[config.mk]
export PLATFORM = sky130hd
export DESIGN_NAME = read_return
export DESIGN_NICKNAME = d
export VERILOG_FILES = /design/src/rtl/bus_pkg.sv /design/src/rtl/periph_pkg.sv /design/src/rtl/read_return.sv
export SDC_FILE = /design/constraint.sdc
export NUM_CORES = 1
export LEC_CHECK = 0
export ABC_CLOCK_PERIOD_IN_PS = 2120
export BUFFER_PORTS_ARGS = -buffer_cell sky130_fd_sc_hd__buf_2
export CAP_MARGIN = 20
export CORE_MARGIN = 3
export CORE_UTILIZATION = 28
export DETAILED_ROUTE_END_ITERATION = 6
export GPL_ROUTABILITY_DRIVEN = 0
export PLACE_DENSITY = 0.9
export SYNTH_ARGS = -nofsm -noshare
export SYNTH_HDL_FRONTEND = slang
export SYNTH_SLANG_ARGS = --single-unit
[constraint.sdc]
create_clock -name vclk -period 2.12
set_clock_uncertainty 0.15 [all_clocks]
set_input_delay 0.212 -clock vclk [all_inputs]
set_output_delay 0.212 -clock vclk [all_outputs]
set_load 0.01 [all_outputs]
[src/rtl/bus_pkg.sv]
package bus_pkg;

  // one master request, held steady while waitrequest is high
  typedef struct packed {
    logic [31:0] address;    // byte address
    logic        read;       // read level
    logic        write;      // write level
    logic [31:0] writedata;
    logic [3:0]  byteenable; // one bit per byte lane
  } bus_req_t;

  // targets reachable through the fabric
  typedef enum logic [2:0] {
    REGION_NONE,  // unmapped, reads as zero
    REGION_SRAM,
    REGION_VIDEO,
    REGION_CACHE,
    REGION_KEYB
  } region_e;

  // compared against address[31:16]
  localparam logic [15:0] SRAM_TAG  = 16'h0200; // 64k window, 2k used
  localparam logic [15:0] VIDEO_TAG = 16'h0204;
  localparam logic [15:0] CACHE_TAG = 16'h0205;
  localparam logic [15:0] KEYB_TAG  = 16'h0206;

  // main sram geometry
  localparam int unsigned SRAM_WORDS = 512;
  localparam int unsigned SRAM_AW    = 9;   // word index is address[10:2]

  // register offset within a region, address[15:2]
  localparam int unsigned WORD_OFS_W = 14;

endpackage

[src/rtl/periph_pkg.sv]
package periph_pkg;

  typedef struct packed {
    logic        flush; // level, held until rewritten
    logic [14:0] page;
  } flush_ctl_t;

  typedef struct packed {
    logic [1:0]  mode;
    logic [15:0] line_base; // first line of the frame buffer
    logic        block;     // blank the display
  } vga_ctl_t;

  // cache view of a write word
  typedef struct packed {
    logic        flush;  // bit 31
    logic [15:0] rsvd;
    logic [14:0] page;   // bits 14..0
  } cache_wdata_t;

  // video view, low half carries the field picked by the offset
  typedef struct packed {
    logic [15:0] rsvd;
    logic [15:0] field; // mode [1:0], line base [15:0], block [0]
  } video_wdata_t;

  typedef union packed {
    cache_wdata_t cache;
    video_wdata_t video;
  } ctrl_wdata_u;

  typedef struct packed {
    logic       valid; // set on the last edge, cleared by a bus read
    logic [9:0] bits;  // start, d0..d7, parity
  } key_frame_t;

  localparam logic [15:0] KEY_IDLE_TIMEOUT = 16'hFFFF;
  localparam int unsigned KEY_FRAME_EDGES  = 11;
  localparam int unsigned KEY_BITPOS_W     = 4;

  localparam logic [1:0]  VGA_MODE_RESET   = 2'd3;

  // register offsets, in words
  localparam int unsigned CACHE_OFS_FLUSH = 0;
  localparam int unsigned VGA_OFS_MODE    = 0;
  localparam int unsigned VGA_OFS_LINE    = 1;
  localparam int unsigned VGA_OFS_BLOCK   = 2;

endpackage

[src/rtl/read_return.sv]
`timescale 1ns/1ps

module read_return
  import bus_pkg::*, periph_pkg::*;
(
  input  region_e     region,
  input  logic [31:0] sram_rdata,
  input  logic        sram_wait,
  input  key_frame_t  key_frame,
  output logic [31:0] readdata,
  output logic        waitrequest
);

  // priority select, only sram can stall
  always_comb begin
    if (region == REGION_SRAM) begin
      readdata    = sram_rdata;
      waitrequest = sram_wait;
    end else if (region == REGION_KEYB) begin
      readdata    = 32'(key_frame);  // {valid, bits}, upper zero
      waitrequest = 1'b0;
    end else begin
      readdata    = '0;              // video, cache, unmapped
      waitrequest = 1'b0;
    end
  end

endmodule

==> summary.md <==
| Metric | Value |
|---|---|
| Power density over the cells | 148 nW/um^2 |
| Antenna-violating nets left | 0 |
| Hold-fix buffers, CTS | 0 |
| Critical path required time | 1.76 ns |
| CLK BUF | 0 |
| Status | finished clean |
| # setup viols final | 0 |
| Int Pwr | 65.0 uW |
| Initial antenna violation count | 0 |
| Arr. time, crit path | 1.17 ns |
| Syn avg cell area | 6.20 sq um |
| Hold Crit Depth | 3 |
| Max Freq | 653 MHz |
| CP dominant cell by count | buf_2 |
| Pre-antenna DRT Iters | 4 |
| Vias in the first global route | 690 |
| Final Instance Area | 802 sq um |
| Crit path buffers/inverters | 2 |
| Post-Syn Nets | 111 |
| CP delay by family, top | compound AO/OA/AOI/OAI gates |
| P&R area growth vs syn | 102% |
| Min-Delay Path Class | in2out |
| Number of DRC markers in iteration 0 | 9 |
| Global Route Usage Sum | 19.2% |
| Setup bufs post-CTS | 0 |
| GRT overflow | 0 |
| Yosys warning total | 0 |
| Starting Density | 32.6% |
| Port bufs | 80 |
| Post-CTS Resized | 0 |
| Die Y | 43.6 microns |
| Global routing met2 resource utilization | 35.2% |
| Layout net count | 189 |
| Crit path depth | 4 |
| Largest net degree at the start of global routing | 24 |
| Synth Area in Adders | 0% |
| Register area share after synthesis | 0% |
| Fillers | 113 |
| Met1 global-route usage | 21.2% |
| Ant. Diodes | 0 |
| DR vias | 703 |
| First-pass GRT wire length | 2920 microns |
| DP HPWL | 1760 microns |
| Slowest CP cell | o32ai_1 |
| Clock share of power | 0% |
| Net Sw Frac | 45.4% |
| Vias per Instance | 4.56 |
| Final WS setup | 0.589 ns |
| Crit Path Class | in2out |
| Crit end category | primary output |
| IO Count | 80 |
| Worst slew pin tran | 0.391 ns |
| Worst setup SP type | input pin |
| Setup TNS | 0 ns |
| Pins Over Slew Limit | 0 |
| Reg power frac | 0% |
| Worst path max stage delay | 0.36 ns |
| Switching power | 54.1 uW |
| WHS | 0.562 ns |
| Worst vdd ir | 101 uV |
| Std-Cell Core Area | 1220 sq um |
| Number of placement rows | 12 |
| Final wirelength | 1950 microns |
| Comb power frac | 100.0% |
| DP Area | 802 sq um |
| FF+latch count | 0 |
| Routed len/inst | 12.7 microns |
| Gr busiest metal | met2 |
| Die Width | 43.6 microns |
| GR met3 Demand/Resource | 8.71% |
| RSZ-0062 raised after global routing | false |
| # DRC | 0 |
| Netlist cell types | 7 |
| Final period utilization | 72.2% |
| Largest family of logic cells by synthesized area | simple AND/OR/NAND/NOR gates |
| Leak | 0.000536 uW |
| Slew HR | 74.0% |
| Die footprint | 1900 sq um |
| Multi-input logic area | 328 sq um |
| Post-synthesis compound-gate area fraction | 24.3% |
| DP Worst Slack | 0.592 ns |
| XOR/XNOR Fraction of Synth Area | 0% |
| Mapped Area | 397 sq um |
| Post-synthesis mux area share | 0% |
| Simple-gate share of the synthesized area | 58.4% |
| Post-layout min period | 1.53 ns |
| CP max FO | 11 |
| Fin. Hold Viols | 0 |
| Layout cell share with drive strength beyond 1 | 59.3% |
| Register area | 0 sq um |
| Number of max-cap violations | 0 |
| Crit-path cells | buf_2, nand2b_1, o32ai_1, buf_2 |
| Cells after synthesis | 64 |
==> path summary, 6_finish.rpt <==
kind                  slack [ns]      endpoint      startpoint
worst max-delay path        0.59  readdata[10]       region[0]
worst min-delay path        0.56  readdata[20]  sram_rdata[20]
==> power groups by stage <==
stage / Combinational, uW / Clock [uW] / Sequential [uW]
floorplan: 53.7 / 0 / 0
global route: 132 / 0 / 0
finish: 119 / 0 / 0
CTS: 120 / 0 / 0
detailed placement: 120 / 0 / 0
global placement: 116 / 0 / 0
==> kinds of logic (layout without fill, tap and decap cells) <==
| kind of cell | after synthesis | in the layout |
|---|---|---|
| compound gates | 11 | 11 |
| buf+inv | 17 | 93 |
| simple gates | 36 | 36 |
==> cells in the mapped netlist <==
cell	count	area [sq um]
and2_1	22	138
o32ai_1	11	96.3
nor3b_2	1	12.5
inv_1	11	41.3
clkbuf_1	2	7.51
buf_2	4	20.0
nand2b_1	13	81.3
==> cell usage in the layout (no fill, tap or decap) <==
cell type | netlist | routed
and2_1 | 22 | 22
nand2b_1 | 13 | 13
buf_2 | 4 | 80
inv_1 | 11 | 11
nor3b_2 | 1 | 1
buf_4 | 0 | 2
o32ai_1 | 11 | 11
==> routing by layer <==
metal | routed length (microns) | vias to the layer above
met3 | 292 | 0
li1 | - | 362
met1 | 658 | 298
met5 | 0 | -
met2 | 1000 | 43
met4 | 0 | 0
==> stage by stage <==
stage	util [%]	instances	total power [uW]
2_1_floorplan	-	64	53.7
3_3_place_gp	65.9	154	116
3_5_place_dp	65.9	154	120
4_1_cts	65.9	154	120
5_1_grt	65.9	154	132
6_report	65.9	154	119
==> final cells by class <==
cell class | instances | area share, %
Timing Repair Buffer | 82 | 51.8
Multi-Input combinational cell | 47 | 40.9
Inverter | 11 | 5.15
Tap cell | 14 | 2.18
Note: power is estimated with default switching activity, not from simulation.
