--- src/rtl/bus_pkg.sv ---
package bus_pkg;

  // one master request, held steady while waitrequest is high
  typedef struct packed {
    logic [31:0] address;    // byte address
    logic        read;       // read level
    logic        write;      // write level
    logic [31:0] writedata;
    logic [3:0]  byteenable; // one bit per byte lane
  } bus_req_t;

  // targets reachable through the fabric
  typedef enum logic [2:0] {
    REGION_NONE,  // unmapped, reads as zero
    REGION_SRAM,
    REGION_VIDEO,
    REGION_CACHE,
    REGION_KEYB
  } region_e;

  // compared against address[31:16]
  localparam logic [15:0] SRAM_TAG  = 16'h0200; // 64k window, 2k used
  localparam logic [15:0] VIDEO_TAG = 16'h0204;
  localparam logic [15:0] CACHE_TAG = 16'h0205;
  localparam logic [15:0] KEYB_TAG  = 16'h0206;

  // main sram geometry
  localparam int unsigned SRAM_WORDS = 512;
  localparam int unsigned SRAM_AW    = 9;   // word index is address[10:2]

  // register offset within a region, address[15:2]
  localparam int unsigned WORD_OFS_W = 14;

endpackage

--- src/rtl/periph_pkg.sv ---
package periph_pkg;

  typedef struct packed {
    logic        flush; // level, held until rewritten
    logic [14:0] page;
  } flush_ctl_t;

  typedef struct packed {
    logic [1:0]  mode;
    logic [15:0] line_base; // first line of the frame buffer
    logic        block;     // blank the display
  } vga_ctl_t;

  // cache view of a write word
  typedef struct packed {
    logic        flush;  // bit 31
    logic [15:0] rsvd;
    logic [14:0] page;   // bits 14..0
  } cache_wdata_t;

  // video view, low half carries the field picked by the offset
  typedef struct packed {
    logic [15:0] rsvd;
    logic [15:0] field; // mode [1:0], line base [15:0], block [0]
  } video_wdata_t;

  typedef union packed {
    cache_wdata_t cache;
    video_wdata_t video;
  } ctrl_wdata_u;

  typedef struct packed {
    logic       valid; // set on the last edge, cleared by a bus read
    logic [9:0] bits;  // start, d0..d7, parity
  } key_frame_t;

  localparam logic [15:0] KEY_IDLE_TIMEOUT = 16'hFFFF;
  localparam int unsigned KEY_FRAME_EDGES  = 11;
  localparam int unsigned KEY_BITPOS_W     = 4;

  localparam logic [1:0]  VGA_MODE_RESET   = 2'd3;

  // register offsets, in words
  localparam int unsigned CACHE_OFS_FLUSH = 0;
  localparam int unsigned VGA_OFS_MODE    = 0;
  localparam int unsigned VGA_OFS_LINE    = 1;
  localparam int unsigned VGA_OFS_BLOCK   = 2;

endpackage

--- src/rtl/ps2_key_rx.sv ---
`timescale 1ns/1ps

module ps2_key_rx
  import bus_pkg::*, periph_pkg::*;
(
  input  logic       clk,
  input  logic       reset_n,
  input  logic       key_clk,
  input  logic       key_data,
  input  bus_req_t   bus_req,
  input  region_e    region,
  output key_frame_t frame
);

  logic                    clk_meta;   // 2-ff sync on the ps2 clock
  logic                    clk_sync;
  logic                    clk_prev;   // for edge detect
  logic                    data_meta;  // data kept in step with clock
  logic                    data_sync;
  logic                    clk_fall;
  logic                    key_rd;
  logic [15:0]             idle_cnt;   // cycles since last edge
  logic [KEY_BITPOS_W-1:0] bit_pos;

  assign clk_fall = clk_prev && !clk_sync;
  assign key_rd   = (region == REGION_KEYB) && bus_req.read;

  always_ff @(posedge clk or negedge reset_n) begin
    if (!reset_n) begin
      clk_meta  <= 1'b1;             // ps2 lines idle high
      clk_sync  <= 1'b1;
      clk_prev  <= 1'b1;
      data_meta <= 1'b1;
      data_sync <= 1'b1;
    end else begin
      clk_meta  <= key_clk;
      clk_sync  <= clk_meta;
      clk_prev  <= clk_sync;
      data_meta <= key_data;
      data_sync <= data_meta;
    end
  end

  always_ff @(posedge clk or negedge reset_n) begin
    if (!reset_n) begin
      idle_cnt <= '0;
      bit_pos  <= '0;
      frame    <= '0;
    end else begin
      if (idle_cnt != KEY_IDLE_TIMEOUT) begin
        idle_cnt <= idle_cnt + 16'd1;  // saturates
      end
      if (key_rd) begin
        frame.valid <= 1'b0;           // read clears
      end
      if (clk_fall) begin
        idle_cnt <= '0;
        if (idle_cnt == KEY_IDLE_TIMEOUT) begin
          frame.bits[0] <= data_sync;  // long gap, restart at start bit
          bit_pos       <= KEY_BITPOS_W'(1);
        end else if (bit_pos == KEY_BITPOS_W'(KEY_FRAME_EDGES - 1)) begin
          bit_pos     <= '0;           // stop bit, not stored
          frame.valid <= 1'b1;         // beats a read on the same edge
        end else begin
          frame.bits[bit_pos] <= data_sync;
          bit_pos             <= bit_pos + KEY_BITPOS_W'(1);
        end
      end
    end
  end

  a_bitpos_range: assert property (
    @(posedge clk) disable iff (!reset_n)
    bit_pos < KEY_BITPOS_W'(KEY_FRAME_EDGES)
  ) else $error("ps2_key_rx: bit position past the frame");

endmodule

--- config.mk ---
export PLATFORM = sky130hd
export DESIGN_NAME = ps2_key_rx
export DESIGN_NICKNAME = d
export VERILOG_FILES = /design/src/rtl/bus_pkg.sv /design/src/rtl/periph_pkg.sv /design/src/rtl/ps2_key_rx.sv
export SDC_FILE = /design/constraint.sdc
export NUM_CORES = 1
export LEC_CHECK = 0
export ABC_AREA = 1
export BUFFER_PORTS_ARGS = -buffer_cell sky130_fd_sc_hd__buf_2
export CORE_MARGIN = 2
export CORE_UTILIZATION = 50
export CTS_CLUSTER_SIZE = 28
export DETAILED_ROUTE_END_ITERATION = 16
export GPL_TIMING_DRIVEN = 0
export PLACE_DENSITY = 0.82
export SKIP_CTS_REPAIR_TIMING = 1
export SYNTH_ARGS = -nofsm -noshare
export SYNTH_HDL_FRONTEND = slang
export SYNTH_SLANG_ARGS = --single-unit
--- constraint.sdc ---
create_clock -name clk -period 2.3 [get_ports clk]
set_input_delay 0.23 -clock clk [delete_from_list [all_inputs] [get_ports clk]]
set_output_delay 0.23 -clock clk [all_outputs]
set_load 0.005 [all_outputs]
==> impl_metrics.toml <==
[pwr]
ir_drop_uv = 562
p_leak_nw = 1.10
pwr_density_cell_mw_per_mm2 = 835

[sta]
setup_violations = 0
drv_slew = 0
max_slew_margin_pct = 47.6
setup_tns_ns = 0
min_period_ns = 1.61
grt_setup_unrepaired = "false"
min_period_over_period_pct = 69.9
hold_viol_final = 0
fin_worst_skew_ns = 0.00891
fmax_mhz = 622
worst_slew_pin_slew_ns = 0.787
whs_ns = 0.0176

[placement]
place_congestion = 0.915
io_buffers = 18
hpwl_mm = 2.84

[synth]
synth_area_mm2 = 0.00192
synth-seq-cells = 36
postSynthAreaPerCell_um2 = 7.74
synth_nets = 326
yosys_warnings = 0
synth_cells = 248
synthMuxAreaShare_pct = 0
synthTopCellsByArea = "dfrtp_1, nand2_1, dfstp_2"
yosysTopAreaCell = "dfrtp_1"
synth_fa_ha_area_share_pct = 0.652
netlist.area_leader.share_pct = 40.4
synthXorXnorAreaFrac_pct = 0.913
synth_cell_type_count = 28
seq_area_frac_synth_pct = 47.3
synth-simple-area-share_pct = 36.8
synth_compound_area_share_pct = 7.17
synth_top_family_by_area = "simple AND/OR/NAND/NOR gates"

[finish]
final_cell_mix = "nand2_1, nor2_1, dfrtp_1, inv_1, buf_2"
area_delta_synth_final_pct = 12.6
final_common_cell = "nand2_1"
final_nets = 351
antenna_cells = 0
drive_gt1_share_pct = 19.3
fin_util_pct = 58.6

[global_routing]
grt_pass1_vias = 1614
grt_overflow = 0
antenna_found_initial = 0
track_usage_pct = 21.7
grt_first_pass_wirelength_mm = 7.11
grt_max_degree = 37

[cts]
cts-root-buf = "clkbuf_8"
clk_pin_slew_ns = 0.07
cts_buffers = 5
clock-sinks = 36
clk_latency_ns = 0.29
cts_buffer_depth = 2
h-tree-depth = 2
tritoncts = "done"

[route]
routedWlPerCell_um = 12.5
dr.pass1.iters = 4
drc = 0
vias = 1686
initialDrtViolationCount = 91
totalWireLength_mm = 4.01
drt-vias-per-instance = 5.24
ant_nets = 0

[critical_path]
ff2ff_path_depth = 10
r2r_setup_slack_ns = 0.69
crit_arrival_ns = 1.79
path_class = "register to register"
critical_path.max_fanout = 10
worst_setup_path_end_kind = "register"
reg2reg_from = "idle_cnt[0]"
cp.required_ns = 2.48
critPathLaunchType = "register"

[floorplanning]
initial_core_util_pct = 52.0
die_w_um = 66.0
rows = 22
die_h_um = 66.0
dieArea_mm2 = 0.00435
io_pins = 88
core_mm2 = 0.00369

[status]
outcome = "completed"

[flow_run]
cap_violations = 0

[min_path]
hp-class = "primary input to asynchronous set/reset pin"
## cells by family after synthesis
group,Yosys count
buf+inv,34
xor+xnor,2
compound gates,25
simple gates,150
fa+ha+maj,1
flops,36
## layer usage
metal  vias up  share of wire (%)  global-route usage, %
met4         0                2.2                   8.93
met1       762                 45                   27.1
met3         9                4.6                   6.13
met5         -                  0                      0
li1        861                  -                      -
met2        54                 49                   35.4
## per-stage QoR
stage               cell area, um2  setup WS (ns)  std cells  total power, mW
global route                  2160          0.580        322             1.95
floorplan                     1920          0.868        248             1.19
global placement              2070          0.729        314             1.34
CTS                           2160          0.691        322             1.83
finish                        2160          0.692        322             1.81
detailed placement            2070          0.706        314             1.35
## cells in the mapped netlist
cell,count
a21oi_1,4
ha_1,1
xor2_1,2
nor2_1,31
nor2_4,3
clkbuf_1,4
buf_2,2
inv_2,5
o21ai_0,9
nor2_2,2
nand3_1,16
inv_1,22
a31oi_1,3
nor2_8,1
a21oi_2,1
buf_6,1
dfrtp_1,31
nand4_1,19
and2_1,1
o21bai_1,1
o21ai_1,6
or2_2,1
dfstp_2,5
nor3_1,6
nand2_4,1
nand2_2,5
o31ai_1,1
nand2_1,64
## worst max-delay path, cell delays in order, from the launching register on
cell	delay, ns
dfrtp_1	0.41
ha_1	0.25
nand2_2	0.10
nor2_2	0.05
nand2_2	0.13
inv_2	0.07
nand2_2	0.10
buf_6	0.15
nand4_1	0.09
nand2_1	0.09
nand2_1	0.05
## where the power goes
| group | leakage (nW) | internal, mW | total, mW | switching (mW) |
|---|---|---|---|---|
| logic | 0.581 | 0.189 | 0.463 | 0.274 |
| registers | 0.464 | 0.775 | 0.880 | 0.105 |
| clock network | 0.0510 | 0.239 | 0.463 | 0.225 |
| total | 1.10 | 1.20 | 1.81 | 0.603 |
## how the worst max path moves through the flow
stage	start	end	slack (ns)	cells after the start
floorplan	idle_cnt[0]	register	0.87	10
global placement	idle_cnt[0]	register	0.73	10
detailed placement	idle_cnt[0]	register	0.71	10
CTS	idle_cnt[0]	register	0.69	10
global route	idle_cnt[1]	idle_cnt[14]	0.58	6
finish	idle_cnt[0]	register	0.69	10
## layout make-up
class	instances	area (um2)
Timing Repair Buffer	18	90.1
Clock buffer	6	82.6
Tap cell	48	60.1
Fill cell	343	1530
Multi-Input combinational cell	178	875
Sequential cell	36	907
Clock inverter	2	10.0
Inverter	27	101
Buffer	7	36.3
(Power assumes the default switching activity.)
