--- src/rtl/bus_pkg.sv ---
package bus_pkg;

  // one master request, held steady while waitrequest is high
  typedef struct packed {
    logic [31:0] address;    // byte address
    logic        read;       // read level
    logic        write;      // write level
    logic [31:0] writedata;
    logic [3:0]  byteenable; // one bit per byte lane
  } bus_req_t;

  // targets reachable through the fabric
  typedef enum logic [2:0] {
    REGION_NONE,  // unmapped, reads as zero
    REGION_SRAM,
    REGION_VIDEO,
    REGION_CACHE,
    REGION_KEYB
  } region_e;

  // compared against address[31:16]
  localparam logic [15:0] SRAM_TAG  = 16'h0200; // 64k window, 2k used
  localparam logic [15:0] VIDEO_TAG = 16'h0204;
  localparam logic [15:0] CACHE_TAG = 16'h0205;
  localparam logic [15:0] KEYB_TAG  = 16'h0206;

  // main sram geometry
  localparam int unsigned SRAM_WORDS = 512;
  localparam int unsigned SRAM_AW    = 9;   // word index is address[10:2]

  // register offset within a region, address[15:2]
  localparam int unsigned WORD_OFS_W = 14;

endpackage

--- src/rtl/periph_pkg.sv ---
package periph_pkg;

  typedef struct packed {
    logic        flush; // level, held until rewritten
    logic [14:0] page;
  } flush_ctl_t;

  typedef struct packed {
    logic [1:0]  mode;
    logic [15:0] line_base; // first line of the frame buffer
    logic        block;     // blank the display
  } vga_ctl_t;

  // cache view of a write word
  typedef struct packed {
    logic        flush;  // bit 31
    logic [15:0] rsvd;
    logic [14:0] page;   // bits 14..0
  } cache_wdata_t;

  // video view, low half carries the field picked by the offset
  typedef struct packed {
    logic [15:0] rsvd;
    logic [15:0] field; // mode [1:0], line base [15:0], block [0]
  } video_wdata_t;

  typedef union packed {
    cache_wdata_t cache;
    video_wdata_t video;
  } ctrl_wdata_u;

  typedef struct packed {
    logic       valid; // set on the last edge, cleared by a bus read
    logic [9:0] bits;  // start, d0..d7, parity
  } key_frame_t;

  localparam logic [15:0] KEY_IDLE_TIMEOUT = 16'hFFFF;
  localparam int unsigned KEY_FRAME_EDGES  = 11;
  localparam int unsigned KEY_BITPOS_W     = 4;

  localparam logic [1:0]  VGA_MODE_RESET   = 2'd3;

  // register offsets, in words
  localparam int unsigned CACHE_OFS_FLUSH = 0;
  localparam int unsigned VGA_OFS_MODE    = 0;
  localparam int unsigned VGA_OFS_LINE    = 1;
  localparam int unsigned VGA_OFS_BLOCK   = 2;

endpackage

--- src/rtl/ctrl_regs.sv ---
`timescale 1ns/1ps

module ctrl_regs
  import bus_pkg::*, periph_pkg::*;
(
  input  logic                  clk,
  input  logic                  reset_n,
  input  bus_req_t              bus_req,
  input  region_e               region,
  input  logic [WORD_OFS_W-1:0] word_ofs,
  output flush_ctl_t            cache_ctl,
  output vga_ctl_t              vga_ctl
);

  ctrl_wdata_u wd;        // same word, cache or video view
  logic        cache_wr;
  logic        video_wr;

  assign wd       = bus_req.writedata;
  assign cache_wr = bus_req.write && (region == REGION_CACHE);
  assign video_wr = bus_req.write && (region == REGION_VIDEO);

  // flush control, only offset 0 is backed
  always_ff @(posedge clk or negedge reset_n) begin
    if (!reset_n) begin
      cache_ctl <= '0;
    end else if (cache_wr && word_ofs == WORD_OFS_W'(CACHE_OFS_FLUSH)) begin
      cache_ctl.flush <= wd.cache.flush; // bit 31
      cache_ctl.page  <= wd.cache.page;  // bits 14..0
    end
  end

  // video control, field picked by offset
  always_ff @(posedge clk or negedge reset_n) begin
    if (!reset_n) begin
      vga_ctl.mode      <= VGA_MODE_RESET;
      vga_ctl.line_base <= '0;
      vga_ctl.block     <= 1'b0;
    end else if (video_wr) begin
      case (word_ofs)
        WORD_OFS_W'(VGA_OFS_MODE): begin
          vga_ctl.mode <= wd.video.field[1:0];
        end
        WORD_OFS_W'(VGA_OFS_LINE): begin
          vga_ctl.line_base <= wd.video.field;
        end
        WORD_OFS_W'(VGA_OFS_BLOCK): begin
          vga_ctl.block <= wd.video.field[0];
        end
        default: begin
          // unbacked offset, write dropped
        end
      endcase
    end
  end

endmodule

--- config.mk ---
export PLATFORM = sky130hd
export DESIGN_NAME = ctrl_regs
export DESIGN_NICKNAME = d
export VERILOG_FILES = /design/src/rtl/bus_pkg.sv /design/src/rtl/periph_pkg.sv /design/src/rtl/ctrl_regs.sv
export SDC_FILE = /design/constraint.sdc
export NUM_CORES = 1
export LEC_CHECK = 0
export BUFFER_PORTS_ARGS = -buffer_cell sky130_fd_sc_hd__buf_4
export CAP_MARGIN = 20
export CORE_ASPECT_RATIO = 1.25
export CORE_UTILIZATION = 29
export DETAILED_ROUTE_END_ITERATION = 12
export PLACE_DENSITY = 0.74
export SLEW_MARGIN = 10
export SYNTH_ARGS = -nofsm -noshare
export SYNTH_HDL_FRONTEND = slang
export SYNTH_SLANG_ARGS = --single-unit
--- constraint.sdc ---
create_clock -name clk -period 1.15 [get_ports clk]
set_clock_uncertainty 0.1 [all_clocks]
set_input_delay 0.345 -clock clk [delete_from_list [all_inputs] [get_ports clk]]
set_output_delay 0.345 -clock clk [all_outputs]
set_load 0.02 [all_outputs]
==> results_dict.tcl <==
set metrics [dict create \
    rows 28 \
    cts_buffer_depth 2 \
    numPortBuffers 71 \
    cpMaxStageDelayCell "mux2_4" \
    grt_max_degree 36 \
    yosysWarningCount 0 \
    worstPathRequired_ns 1.21 \
    synth.net_count 178 \
    synth_flop_cell "dfrtp_1" \
    insertion_delay_ns 0.28 \
    areaGrowthSynthToFinish_pct 74.7 \
    die_w_um 66.0 \
    routedWlPerCell_um 14.4 \
    ios 124 \
    postRouteAntennaNets 0 \
    hold_violations 0 \
    setup_viol 70 \
    die_h_um 82.0 \
    cts_sinks 35 \
    cts-root-buf "clkbuf_8" \
    fin_crit_sh 1.39 \
    worstReg2RegStart "vga_ctl[10]" \
    multiInputGateArea_um2 628 \
    drive_gt1_frac 0.770 \
    final.fill_count 414 \
    layout_setup_ws_ns -0.445 \
    die_area_mm2 0.00541 \
    grt_pass1_vias 1199 \
    ys_seq_area_frac 0.591 \
    antenna_found_initial 0 \
    ir_worst_vdd_uv 846 \
    post-route-util 0.537 \
    fp.coreArea_mm2 0.00483 \
    synth-seq-cells 35 \
    fmax_ghz 0.627 \
    arrival_ns 1.66 \
    dr.first_iter.drc_count 26 \
    yosysMostFrequentCell "dfrtp_1" \
    first_pass_iters 2 \
    place_inst 225 \
    synth_top_area_cell "dfrtp_1" \
    reg2reg_slack_ns 0.04 \
    leakagePower_uw 0.00135 \
    cp_cell_sequence "buf_6 -> nor4_4 -> and3_4 -> and4_4 -> buf_12 -> mux2_4" \
    critical_path.startpoint "region[2]" \
    worstSetupPathType "input port to flip-flop" \
    cts.clk_slew.worst_paths_ns 0.07 \
    htreeDepth 2 \
    regArea_um2 878 \
    routed_wl_um 3610 \
    synth_commonest_cells "dfrtp_1 (33), mux2_2 (25), mux2_4 (10), nor2_1 (4)" \
    violations "negative setup slack" \
    syn_area_per_cell_um2 16.7 \
    netlist_instances 89 \
    antennaDiodeCount 0 \
    gp_routability_congestion 0.707 \
    rsz0062_at_grt "yes" \
    ys_top_cells_by_area "dfrtp_1 (56%), mux2_2 (19%), mux2_4 (10%), dfstp_2 (3.5%), nor4_2 (1.7%)" \
    min_period_ns 1.60 \
    netlist_area_mm2 0.00149 \
    synth-edff-count 0 \
    critPathLaunchType "input port" \
    p_per_area_mw_per_mm2 893 \
    path_buf_inv 2 \
    worst_path_largest_cell_delay_ns 0.30 \
    synthDistinctLibCells 15 \
    initial_core_util 0.307 \
    cts_tree "built" \
    hp-start "bus_req[35]" \
    critPathMaxFanout 8 \
    fin_nets 279 \
    numCtsBuffers 5 \
    vias_per_cell 4.55 \
    crit_path_end_kind "flip-flop" \
    grt_usage 0.147 \
    yosys.area.top_type_share 0.556 \
    dr_total_vias 1143 \
    tightestPinTransition_ns 0.435 \
    final_max_slew_viol_count 0 \
    status "finished, violations left" \
    drc 0 \
    hp-class "input port to flip-flop" \
    synthArstFlopShare 1.00 \
    critPathTopFamily "simple AND/OR/NAND/NOR gates" \
    grt-ovfl-total 0 \
    fin_cells 251 \
    cap_violations 0 \
    relSlewSlack 0.710 \
    dp_hpwl_um 2400 \
    grt_pass1_wl_um 5770 \
]
[area by class of cell]
class / instances / area share
clock buffer: 7 / 0.0333
clock inverter: 1 / 0.00193
multi-input combinational: 51 / 0.242
sequential: 35 / 0.338
tap: 60 / 0.0289
timing repair buffer: 97 / 0.355
[power by group]
group | leakage, uW | switching [uW] | total [uW] | internal (uW)
Clock | 0.0000482 | 427 | 910 | 483
Sequential | 0.000482 | 0.163 | 1230 | 1230
Combinational | 0.000815 | 72.7 | 177 | 104
Total | 0.00135 | 500 | 2320 | 1820
[worst reg2reg max path, stage by stage (launching register included)]
cell and delay [ns]:
dfrtp_1 0.39, buf_4 0.13, buf_4 0.12, mux2_4 0.25
[path summary, 6_finish.rpt]
kind                       cells past startpoint       endpoint
min in group asynchronous                      2   cache_ctl[2]
max                                            6    vga_ctl[16]
min reg2reg                                    1   cache_ctl[0]
max in group asynchronous                      2    vga_ctl[17]
min                                            2  cache_ctl[15]
max reg2reg                                    3    vga_ctl[10]
[sequential cells by signal (all words and copies together) (netlist names)]
register and flops:
cache_ctl 16, vga_ctl 19
[metal layers]
layer / GRT usage / share of wire / vias to the layer above
met3: 0.0792 / 0.10 / 6
met5: 0 / 0 / -
li1: - / - / 530
met1: 0.163 / 0.39 / 545
met4: 0.0447 / 0.011 / 0
met2: 0.242 / 0.49 / 62
[per-stage QoR]
step                cell area (um^2)  worst slack [ns]  TNS, ns  hold slack [ns]  total power [uW]
global route                    2590            -0.468   -20.07            0.176              2430
floorplan                       1520            -0.647   -18.07          -0.0506              1270
detailed placement              2170            -0.792   -25.50            0.223              1420
global placement                2170            -0.760   -24.59            0.224              1420
CTS                             2560            -0.450   -18.25            0.182              2340
finish                          2590            -0.445   -17.79            0.186              2320
[cell usage in the layout, fill, tap and decap left out, types with 2 or more instances in the layout]
cell type / synthesis / routed
buf_4: 0 / 54
buf_6: 2 / 39
dfrtp_1: 33 / 33
mux2_4: 10 / 19
mux2_2: 25 / 16
clkbuf_8: 0 / 6
nor2_1: 4 / 4
nand2_1: 2 / 2
nor4_4: 0 / 2
nand4b_1: 2 / 2
buf_12: 1 / 2
dfstp_2: 2 / 2
[logic make-up (layout without fill, tap and decap cells)]
group,after synthesis,after routing,synth area share
buf+inv,3,105,0.0286
mux,35,35,0.291
simple gates,16,16,0.0893
flops,35,35,0.591
[repair_timing]
item / CTS / global route
endpoints found under the setup margin: 70 / 70
buffers inserted: 11 / 5
hold endpoints to repair: 33 / 0
pin swaps: 4 / 0
gates cloned: 1 / 0
resized for setup: 50 / 0
hold buffers: 1 / 0
Power figures use the tool's default switching activity.
